--- config.mk ---
export PLATFORM = sky130hd
export DESIGN_NAME = ooo_issue_control_top
export DESIGN_NICKNAME = d
export VERILOG_FILES = /design/src/rtl/ooo_hazard_pkg.sv /design/src/rtl/reg_busy_scoreboard.sv /design/src/rtl/completion_buffer.sv /design/src/rtl/ooo_hazard_unit.sv /design/src/rtl/prv_exception_link.sv /design/src/rtl/ooo_issue_control_top.sv
export VERILOG_INCLUDE_DIRS = /design/src /design/src/rtl
export SDC_FILE = /design/constraint.sdc
export NUM_CORES = 1
export LEC_CHECK = 0
export BUFFER_PORTS_ARGS = -buffer_cell sky130_fd_sc_hd__clkbuf_2
export CORE_ASPECT_RATIO = 0.6
export CORE_MARGIN = 2
export CORE_UTILIZATION = 64
export DETAILED_ROUTE_END_ITERATION = 6
export PLACE_DENSITY_LB_ADDON = 0.3
export SETUP_SLACK_MARGIN = 0.05
export SYNTH_ARGS = -nofsm -noshare
export SYNTH_HDL_FRONTEND = slang
export SYNTH_SLANG_ARGS = --single-unit
--- constraint.sdc ---
create_clock -name CLK -period 8.55 [get_ports CLK]
set_clock_uncertainty 0.15 [all_clocks]
set_input_delay 0 -clock CLK [delete_from_list [all_inputs] [get_ports CLK]]
set_output_delay 0 -clock CLK [all_outputs]
set_load 0.01 [all_outputs]
--- src/rtl/ooo_hazard_params.svh ---
`ifndef OOO_HAZARD_PARAMS_SVH
`define OOO_HAZARD_PARAMS_SVH

// architectural integer registers, x0 included
`define NUM_REGS 32

// completion buffer entries
// must stay a power of two so the pointers wrap on their own
`define CB_DEPTH 8

// log2 of the buffer depth
`define CB_IDX_W 3

`endif

--- src/rtl/ooo_hazard_pkg.sv ---
`include "ooo_hazard_params.svh"

package ooo_hazard_pkg;

  // register number, x0 to x31
  typedef logic [$clog2(`NUM_REGS)-1:0] reg_idx_t;

  // completion buffer tag
  typedef logic [`CB_IDX_W-1:0] cb_idx_t;

  // occupancy count, one bit wider so a full buffer fits
  typedef logic [`CB_IDX_W:0] cb_cnt_t;

  // exception cause, zero means no exception
  typedef logic [3:0] exc_code_t;

  // functional unit class of a decoded instruction
  typedef enum logic [1:0] {
    ARITH_S,
    MUL_S,
    DIV_S,
    LOADSTORE_S
  } fu_type_e;

  // operand source, only the two register selects read the register file
  typedef enum logic [1:0] {
    SRC_REG0,
    SRC_REG1,
    SRC_IMM,
    SRC_PC
  } src_sel_e;

  // decoded instruction offered for dispatch
  typedef struct packed {
    logic     valid;
    fu_type_e fu_type;
    reg_idx_t rs1;
    reg_idx_t rs2;
    reg_idx_t rd;
    logic     wen;
    src_sel_e source_a_sel;
    src_sel_e source_b_sel;
  } dispatch_req_t;

  // one functional unit result
  typedef struct packed {
    logic      valid;
    cb_idx_t   idx;
    exc_code_t exc;
    logic      mispredict;
  } writeback_t;

  // one retired entry
  typedef struct packed {
    logic     valid;
    cb_idx_t  idx;
    reg_idx_t rd;
    logic     wen;
    logic     mispredict;
  } commit_t;

  // privilege handshake states
  typedef enum logic [1:0] {
    LINK_IDLE,
    LINK_REQ,
    LINK_RELEASE
  } link_state_e;

endpackage

--- src/rtl/reg_busy_scoreboard.sv ---
`timescale 1ns/1ps

`include "ooo_hazard_params.svh"

module reg_busy_scoreboard (
  input  logic                          CLK,
  input  logic                          reset,
  input  ooo_hazard_pkg::dispatch_req_t dispatch,
  input  logic                          dispatch_fire,
  input  ooo_hazard_pkg::commit_t       commit,
  input  logic                          flush,
  output logic                          rs1_busy,
  output logic                          rs2_busy,
  output logic                          rd_busy
);

  // one bit per architectural register, bit 0 never set
  logic [`NUM_REGS-1:0] busy;
  logic [`NUM_REGS-1:0] set_mask;
  logic [`NUM_REGS-1:0] clr_mask;

  // decode the set and clear requests of this cycle
  always_comb begin
    set_mask = '0;
    clr_mask = '0;
    // dispatch of a writer claims its destination
    if (dispatch_fire && dispatch.wen && (dispatch.rd != '0)) begin
      set_mask[dispatch.rd] = 1'b1;
    end
    // retiring writer releases it again
    if (commit.valid && commit.wen && (commit.rd != '0)) begin
      clr_mask[commit.rd] = 1'b1;
    end
  end

  // the WAW stall keeps set and clear off the same register,
  // so the order of the two masks does not matter
  always_ff @(posedge CLK) begin
    if (reset || flush) begin
      busy <= '0;
    end else begin
      busy <= (busy & ~clr_mask) | set_mask;
    end
  end

  // lookups for the instruction waiting at dispatch
  assign rs1_busy = busy[dispatch.rs1];
  assign rs2_busy = busy[dispatch.rs2];
  assign rd_busy  = busy[dispatch.rd];

  // a retiring writer must own the bit it clears
  a_commit_clears_set_bit: assert property (
    @(posedge CLK) disable iff (reset)
    (commit.valid && commit.wen && (commit.rd != '0)) |-> busy[commit.rd]
  );

endmodule

--- src/rtl/completion_buffer.sv ---
`timescale 1ns/1ps

`include "ooo_hazard_params.svh"

module completion_buffer (
  input  logic                          CLK,
  input  logic                          reset,
  input  ooo_hazard_pkg::dispatch_req_t dispatch,
  input  logic                          dispatch_fire,
  output ooo_hazard_pkg::cb_idx_t       dispatch_idx,
  input  ooo_hazard_pkg::writeback_t    wb,
  input  logic                          flush,
  output logic                          cb_full,
  output ooo_hazard_pkg::commit_t       commit,
  output logic                          head_exc_valid,
  output ooo_hazard_pkg::exc_code_t     head_exc,
  output ooo_hazard_pkg::cb_idx_t       head_idx
);
  import ooo_hazard_pkg::*;

  // ring pointers and occupancy
  cb_idx_t head;
  cb_idx_t tail;
  cb_cnt_t count;

  // per-entry state
  logic [`CB_DEPTH-1:0] ent_done;
  reg_idx_t             ent_rd         [`CB_DEPTH];
  logic                 ent_wen        [`CB_DEPTH];
  exc_code_t            ent_exc        [`CB_DEPTH];
  logic                 ent_mispredict [`CB_DEPTH];

  logic    cb_empty;
  logic    alloc;
  logic    retire;
  cb_idx_t wb_offset;

  // commit register
  logic     commit_valid_q;
  cb_idx_t  commit_idx_q;
  reg_idx_t commit_rd_q;
  logic     commit_wen_q;
  logic     commit_mispredict_q;

  assign cb_empty = (count == '0);
  assign cb_full  = (count == cb_cnt_t'(`CB_DEPTH));

  // a flush squashes everything in flight, including this cycle's requests
  assign alloc  = dispatch_fire & ~flush;
  assign retire = ~cb_empty & ent_done[head] & (ent_exc[head] == '0) & ~flush;

  // head finished with a fault, handed to the privilege link
  assign head_exc_valid = ~cb_empty & ent_done[head] & (ent_exc[head] != '0) & ~flush;
  assign head_exc       = ent_exc[head];
  assign head_idx       = head;

  // new entry is tagged with the tail slot
  assign dispatch_idx = tail;

  // distance of a writeback tag from the head, for the occupancy check
  assign wb_offset = wb.idx - head;

  always_ff @(posedge CLK) begin
    if (reset || flush) begin
      head  <= '0;
      tail  <= '0;
      count <= '0;
    end else begin
      if (alloc) begin
        tail <= tail + 1'b1;
      end
      if (retire) begin
        head <= head + 1'b1;
      end
      count <= count + cb_cnt_t'(alloc) - cb_cnt_t'(retire);
    end
  end

  // done flags, free slots always read zero
  always_ff @(posedge CLK) begin
    if (reset || flush) begin
      ent_done <= '0;
    end else begin
      if (retire) begin
        ent_done[head] <= 1'b0;
      end
      if (wb.valid) begin
        ent_done[wb.idx] <= 1'b1;
      end
    end
  end

  // entry payload
  always_ff @(posedge CLK) begin
    if (alloc) begin
      ent_rd[tail]  <= dispatch.rd;
      ent_wen[tail] <= dispatch.wen;
    end
    if (wb.valid) begin
      ent_exc[wb.idx]        <= wb.exc;
      ent_mispredict[wb.idx] <= wb.mispredict;
    end
  end

  // in-order retire, one entry per cycle
  always_ff @(posedge CLK) begin
    if (reset || flush) begin
      commit_valid_q <= 1'b0;
    end else begin
      commit_valid_q <= retire;
    end
  end

  always_ff @(posedge CLK) begin
    if (retire) begin
      commit_idx_q        <= head;
      commit_rd_q         <= ent_rd[head];
      commit_wen_q        <= ent_wen[head];
      commit_mispredict_q <= ent_mispredict[head];
    end
  end

  assign commit = '{valid:      commit_valid_q,
                    idx:        commit_idx_q,
                    rd:         commit_rd_q,
                    wen:        commit_wen_q,
                    mispredict: commit_mispredict_q};

  // writeback only for an occupied slot that has not finished yet
  a_wb_to_pending_entry: assert property (
    @(posedge CLK) disable iff (reset || flush)
    wb.valid |-> ((cb_cnt_t'(wb_offset) < count) && !ent_done[wb.idx])
  );

  // the hazard unit must hold dispatch while the ring is full
  a_no_alloc_when_full: assert property (
    @(posedge CLK) disable iff (reset)
    dispatch_fire |-> !cb_full
  );

endmodule

--- src/rtl/ooo_hazard_unit.sv ---
`timescale 1ns/1ps

module ooo_hazard_unit (
  input  ooo_hazard_pkg::dispatch_req_t dispatch,
  input  logic                          rs1_busy,
  input  logic                          rs2_busy,
  input  logic                          rd_busy,
  input  logic                          cb_full,
  input  logic                          busy_du,
  input  logic                          busy_ls,
  input  logic                          link_busy,
  input  logic                          commit_mispredict,
  output logic                          dispatch_fire,
  output logic                          pc_en,
  output logic                          fetch_decode_flush
);
  import ooo_hazard_pkg::*;

  logic src_a_reads;
  logic src_b_reads;
  logic raw_hazard;
  logic waw_hazard;
  logic unit_hazard;
  logic resource_hazard;
  logic stall;

  // operand a reads rs1 only for a register select
  always_comb begin
    case (dispatch.source_a_sel)
      SRC_REG0, SRC_REG1: src_a_reads = 1'b1;
      default:            src_a_reads = 1'b0;
    endcase
  end

  // operand b reads rs2 the same way
  always_comb begin
    case (dispatch.source_b_sel)
      SRC_REG0, SRC_REG1: src_b_reads = 1'b1;
      default:            src_b_reads = 1'b0;
    endcase
  end

  // RAW, ignored for immediate and pc operands
  assign raw_hazard = (src_a_reads & rs1_busy) | (src_b_reads & rs2_busy);

  // WAW, only when the instruction writes back
  assign waw_hazard = dispatch.wen & rd_busy;

  // divider and load/store unit block only their own class
  // arith and mul are fully pipelined here
  always_comb begin
    case (dispatch.fu_type)
      DIV_S:       unit_hazard = busy_du;
      LOADSTORE_S: unit_hazard = busy_ls;
      default:     unit_hazard = 1'b0;
    endcase
  end

  // no free tag, or an exception handoff in progress
  assign resource_hazard = cb_full | link_busy;

  assign stall = raw_hazard | waw_hazard | unit_hazard | resource_hazard;

  // mispredicted branch at commit redirects the front end
  // interrupt, ifence and csr flush sources are not in this slice
  assign fetch_decode_flush = commit_mispredict;

  // flush wins over everything else and kills the dispatch
  assign dispatch_fire = dispatch.valid & ~stall & ~fetch_decode_flush;

  // fetch holds while a valid instruction waits on a hazard
  // the redirect always lets the pc move
  assign pc_en = fetch_decode_flush | ~(dispatch.valid & stall);

endmodule

--- src/rtl/prv_exception_link.sv ---
`timescale 1ns/1ps

module prv_exception_link (
  input  logic                      CLK,
  input  logic                      reset,
  input  logic                      head_exc_valid,
  input  ooo_hazard_pkg::exc_code_t head_exc,
  input  ooo_hazard_pkg::cb_idx_t   head_idx,
  output logic                      prv_req,
  output ooo_hazard_pkg::exc_code_t exc_cause,
  output ooo_hazard_pkg::cb_idx_t   epc_idx,
  input  logic                      prv_ack,
  output logic                      link_busy,
  output logic                      flush_all
);
  import ooo_hazard_pkg::*;

  link_state_e state;
  link_state_e state_next;

  // cause and tag held for the whole handshake
  exc_code_t cause_q;
  cb_idx_t   idx_q;

  always_ff @(posedge CLK) begin
    if (reset) begin
      state <= LINK_IDLE;
    end else begin
      state <= state_next;
    end
  end

  // four-phase: req up, ack up, req down, ack down
  always_comb begin
    state_next = state;
    case (state)
      LINK_IDLE:    if (head_exc_valid) state_next = LINK_REQ;
      LINK_REQ:     if (prv_ack) state_next = LINK_RELEASE;
      LINK_RELEASE: if (!prv_ack) state_next = LINK_IDLE;
      default:      state_next = LINK_IDLE;
    endcase
  end

  // latch the faulting head when the handoff starts
  always_ff @(posedge CLK) begin
    if ((state == LINK_IDLE) && head_exc_valid) begin
      cause_q <= head_exc;
      idx_q   <= head_idx;
    end
  end

  assign prv_req   = (state == LINK_REQ);
  assign exc_cause = cause_q;
  assign epc_idx   = idx_q;

  // dispatch stays frozen until the privilege block has let go
  assign link_busy = (state != LINK_IDLE);

  // single cycle, the state leaves LINK_REQ on the same edge
  assign flush_all = (state == LINK_REQ) & prv_ack;

  // payload must not move while the privilege block may still sample it
  a_cause_stable_until_ack: assert property (
    @(posedge CLK) disable iff (reset)
    (prv_req && !prv_ack) |=> ($stable(exc_cause) && $stable(epc_idx) && prv_req)
  );

endmodule

--- src/rtl/ooo_issue_control_top.sv ---
`timescale 1ns/1ps

module ooo_issue_control_top (
  input  logic                          CLK,
  input  logic                          reset,
  input  ooo_hazard_pkg::dispatch_req_t dispatch,
  input  ooo_hazard_pkg::writeback_t    wb,
  input  logic                          busy_du,
  input  logic                          busy_ls,
  output logic                          pc_en,
  output logic                          dispatch_fire,
  output ooo_hazard_pkg::cb_idx_t       dispatch_idx,
  output logic                          fetch_decode_flush,
  output ooo_hazard_pkg::commit_t       commit,
  output logic                          prv_req,
  output ooo_hazard_pkg::exc_code_t     exc_cause,
  output ooo_hazard_pkg::cb_idx_t       epc_idx,
  input  logic                          prv_ack
);
  import ooo_hazard_pkg::*;

  logic      rs1_busy;
  logic      rs2_busy;
  logic      rd_busy;
  logic      cb_full;
  logic      link_busy;
  logic      flush_all;
  logic      commit_mispredict;
  logic      flush;
  logic      head_exc_valid;
  exc_code_t head_exc;
  cb_idx_t   head_idx;

  // a branch that retires mispredicted squashes everything younger
  assign commit_mispredict = commit.valid & commit.mispredict;
  assign flush             = flush_all | commit_mispredict;

  ooo_hazard_unit u_hazard (
    .dispatch           (dispatch),
    .rs1_busy           (rs1_busy),
    .rs2_busy           (rs2_busy),
    .rd_busy            (rd_busy),
    .cb_full            (cb_full),
    .busy_du            (busy_du),
    .busy_ls            (busy_ls),
    .link_busy          (link_busy),
    .commit_mispredict  (commit_mispredict),
    .dispatch_fire      (dispatch_fire),
    .pc_en              (pc_en),
    .fetch_decode_flush (fetch_decode_flush)
  );

  reg_busy_scoreboard u_scoreboard (
    .CLK           (CLK),
    .reset         (reset),
    .dispatch      (dispatch),
    .dispatch_fire (dispatch_fire),
    .commit        (commit),
    .flush         (flush),
    .rs1_busy      (rs1_busy),
    .rs2_busy      (rs2_busy),
    .rd_busy       (rd_busy)
  );

  completion_buffer u_cbuf (
    .CLK            (CLK),
    .reset          (reset),
    .dispatch       (dispatch),
    .dispatch_fire  (dispatch_fire),
    .dispatch_idx   (dispatch_idx),
    .wb             (wb),
    .flush          (flush),
    .cb_full        (cb_full),
    .commit         (commit),
    .head_exc_valid (head_exc_valid),
    .head_exc       (head_exc),
    .head_idx       (head_idx)
  );

  prv_exception_link u_prv_link (
    .CLK            (CLK),
    .reset          (reset),
    .head_exc_valid (head_exc_valid),
    .head_exc       (head_exc),
    .head_idx       (head_idx),
    .prv_req        (prv_req),
    .exc_cause      (exc_cause),
    .epc_idx        (epc_idx),
    .prv_ack        (prv_ack),
    .link_busy      (link_busy),
    .flush_all      (flush_all)
  );

endmodule

==> metrics.csv <==
stage;metric;value;unit
placed_design;port bufs;59;
synth;Async SR Flop Fraction;0;
power;Comb pwr share;0.078;
setup_path;most used cell, CP;inv_1;
power;worst vdd ir;0.1462;mV
clocking;# clock sinks;161;
power;NetSw;0.0003898;W
power;Seq pwr share;0.500;
synth;number of flops mapped to enable cells by yosys;105;
timing;FMAX;0.2261;GHz
placed_design;Final HPWL DP;12690;microns
timing;crit path time final;4.423;ns
power;clock power share;0.422;
synth;total of warnings raised by yosys;0;
global_routing;total gr overflow;0;
timing;Final TNS setup;0;ns
synth;syn_nets;585;
clocking;CTS root buffer;clkbuf_16;
synth;top cells by area, synth;edfxtp_1, dfxtp_1, mux4_2;
detailed_routing;Iter 0 DRT Violations;703;
run;MaxCap Viol Count;0;
detailed_routing;via/cell ratio;6.840;
setup_path;crit-path max cell delay;0.63;ns
global_routing;first-pass GRT wire length;27980;microns
layout;layout cells sized above 1;0.2412;
clocking;CTS Buf Count;17;
die;core box area;11220;sq um
setup_path;Setup Crit Path Kind;reg2reg;
timing;part of the cycle the worst path needs;0.5173;
setup_path;Req. time, crit path;8.66;ns
layout;Finished Layout Cells;770;
synth;top-count cell post-synth;edfxtp_1;
synth;Commonest cells post-synth;edfxtp_1, dfxtp_1, nand2_1;
layout;Fillers;641;
clocking;Worst-Skew Late Latency;0.43;ns
power;Pleak;3.049;nW
synth;post-synthesis cell type count;52;
timing;Max Slew Vio Count;0;
layout;Layout area overhead;16.25;%
min_path;hold worst-path end;u_cbuf.dispatch_idx[2]$_SDFFE_PP0P_;
global_routing;pin count of the biggest net entering global routing;32;
clocking;post-CTS setup buffer count;0;
die;row count;30;
setup_path;worst path cell trace;mux4_1 > mux2_2 > or4_4 > nand3b_4 > inv_1 > ha_1 > inv_1 > ha_1 > inv_1 > fa_1 > xor2_1 > nor2_1;
timing;relative slew slack;0.2109;
synth;Cells after Synth;539;
setup_path;R2R Setup Slk;4.13;ns
min_path;Hold Crit Depth;5;
synth;Yosys reg bits;161;
synth;Mapped Area;7300;sq um
setup_path;CP max FO;14;
setup_path;Setup crit end kind;flop;
layout;Nets;659;
detailed_routing;WL per Instance;24.10;microns
min_path;HP Class;in2reg;
clocking;htree depth;4;
global_routing;total track usage;0.3161;
layout;Ant. Diodes;0;
timing;unrepaired setup endpoints after global routing;false;
setup_path;CP max-delay cell;mux4_1;
synth;area leader, netlist;edfxtp_1;
detailed_routing;vias after detailed routing;5267;
timing;Final Hold Vio Count;0;
setup_path;RR Endpoint;u_cbuf.count[2]$_SDFF_PP0_;
setup_path;crit path DAT;4.53;ns
die;Die Footprint;12300;sq um
detailed_routing;TritonRoute pass-1 iters;6;
global_routing;initial antenna violation count;0;
clocking;CTS tree;done;
clocking;clock-pin slew on the worst setup and hold paths;0.06;ns
setup_path;CP startpoint kind;flop;
power;switching share of power;0.2267;
synth;share of the synthesized area in the top cell type;0.4320;
synth;ys flop type;edfxtp_1;
placed_design;GPL Wtd Cong;0.9974;
die;Die Y;86.73;microns
detailed_routing;WL final;18560;microns
placed_design;dpl cells;717;
timing;Final setup viols;0;
timing;Worst-Margin Slew;1.184;ns
min_path;worst hold path startpoint;dispatch[14];
power;P_int;0.001330;W
detailed_routing;Final ANT Viol Nets;0;
synth;syn_area_per_cell;13.54;sq um
setup_path;reg2reg path depth;12;
synth;sequential area share after synthesis;0.5855;
run_status;status;finished clean;
clocking;clk buf depth;2;
die;chip width;141.9;microns
global_routing;number of global-route vias before repair;4939;
die;initial core utilization;0.6504;
die;number of I/O pins;62;
power;PD cells;202.7;nW/um^2
detailed_routing;# DRC;0;
layout;final core occ;0.7561;
kinds of logic after synthesis:
| logic type | count (synthesis) | share of synthesized area |
|---|---|---|
| AO/OA/AOI/OAI | 107 | 0.09599 |
| XOR/XNOR | 4 | 0.004800 |
| adder cells (fa/ha/maj) | 9 | 0.01646 |
| buffers and inverters | 61 | 0.03565 |
| flip-flops | 161 | 0.5855 |
| multiplexers | 71 | 0.1714 |
| AND/OR/NAND/NOR | 126 | 0.09016 |
layout make-up:
type | count | area, sq um | share of cell area
timing repair buffer | 87 | 558.0 | 0.06576
clock inverter | 7 | 47.55 | 0.005603
inverter | 29 | 108.9 | 0.01283
tap | 144 | 180.2 | 0.02123
sequential | 161 | 4274 | 0.5037
multi-input combinational | 317 | 2790 | 0.3288
clock buffer | 25 | 526.8 | 0.06208
how the worst max path moves through the flow:
stage | start | end | slack (ns)
final | flop | u_cbuf.count[2]$_SDFF_PP0_ | 4.13
after global routing | flop | u_cbuf.count[2]$_SDFF_PP0_ | 3.94
after CTS | flop | u_cbuf.count[2]$_SDFF_PP0_ | 4.15
after detailed placement | flop | u_cbuf.count[2]$_SDFF_PP0_ | 4.21
after global placement | flop | u_cbuf.count[2]$_SDFF_PP0_ | 4.35
after floorplan | flop | u_cbuf.count[2]$_SDFF_PP0_ | 4.87
sequential cells by signal, summed over array words and instances (netlist names), 4 cells and up, named ones only:
name	cells
u_scoreboard.busy	32
u_cbuf.ent_done	8
u_cbuf.ent_exc	32
u_cbuf.ent_mispredict	8
u_prv_link.exc_cause	4
u_cbuf.count	4
u_cbuf.ent_wen	8
u_cbuf.ent_rd	40
u_cbuf.commit_rd_q	5
layout by cell type, fill, tap and decap left out, drive strengths merged, types with 6 or more instances in the layout:
| cell | netlist | layout |
|---|---|---|
| inv | 28 | 29 |
| o21ai | 36 | 36 |
| mux2i | 23 | 23 |
| nor2b | 9 | 9 |
| a21oi | 14 | 14 |
| dlygate4sd3 | 0 | 21 |
| nor2 | 17 | 17 |
| clkbuf | 21 | 84 |
| o211ai | 23 | 23 |
| dfxtp | 56 | 56 |
| nor4 | 10 | 10 |
| o22ai | 12 | 12 |
| nand3 | 19 | 19 |
| nand2 | 41 | 41 |
| edfxtp | 105 | 105 |
| mux4 | 40 | 40 |
| mux2 | 8 | 8 |
| ha | 8 | 8 |
| buf | 11 | 7 |
| nand3b | 6 | 6 |
power by group through the flow:
stage	sequential (W)	clock (W)	combinational, W
final	0.000860	0.000725	0.000135
after global routing	0.000861	0.000752	0.000147
after CTS	0.000860	0.000722	0.000132
after detailed placement	0.000876	0	0.000123
after global placement	0.000874	0	0.000117
after floorplan	0.000874	0	0.0000788
metrics by stage:
stage	worst slack (ns)	hold WS (ns)	power, W	area (sq um)
after CTS	4.150	0.1075	0.001714	8486
after global routing	3.941	0.1651	0.001760	8486
final	4.127	0.1535	0.001720	8486
after global placement	4.347	0.1072	0.0009914	7701
after floorplan	4.874	-0.08093	0.0009524	7300
after detailed placement	4.215	0.1308	0.0009988	7701
per-layer routing:
metal / vias to the layer above / global-route usage / share of wire
li1: 2264 / - / -
met1: 2578 / 0.4659 / 0.42
met2: 382 / 0.4404 / 0.43
met3: 43 / 0.1249 / 0.14
met4: 0 / 0.08909 / 0.016
met5: - / 0 / 0
worst max-delay path, delay by kind of cell (launching register included):
kind	cells	cell delay, ns
fa+ha+maj	3	0.89
xor+xnor	1	0.17
mux	2	0.93
flops	1	0.61
simple gates	3	0.88
buf+inv	3	0.62
timing repair:
item                      CTS  global route
hold buffers               21             0
resized for setup           0             0
hold endpoints to repair  106             0
No activity file was read; power rests on OpenSTA's default activity.
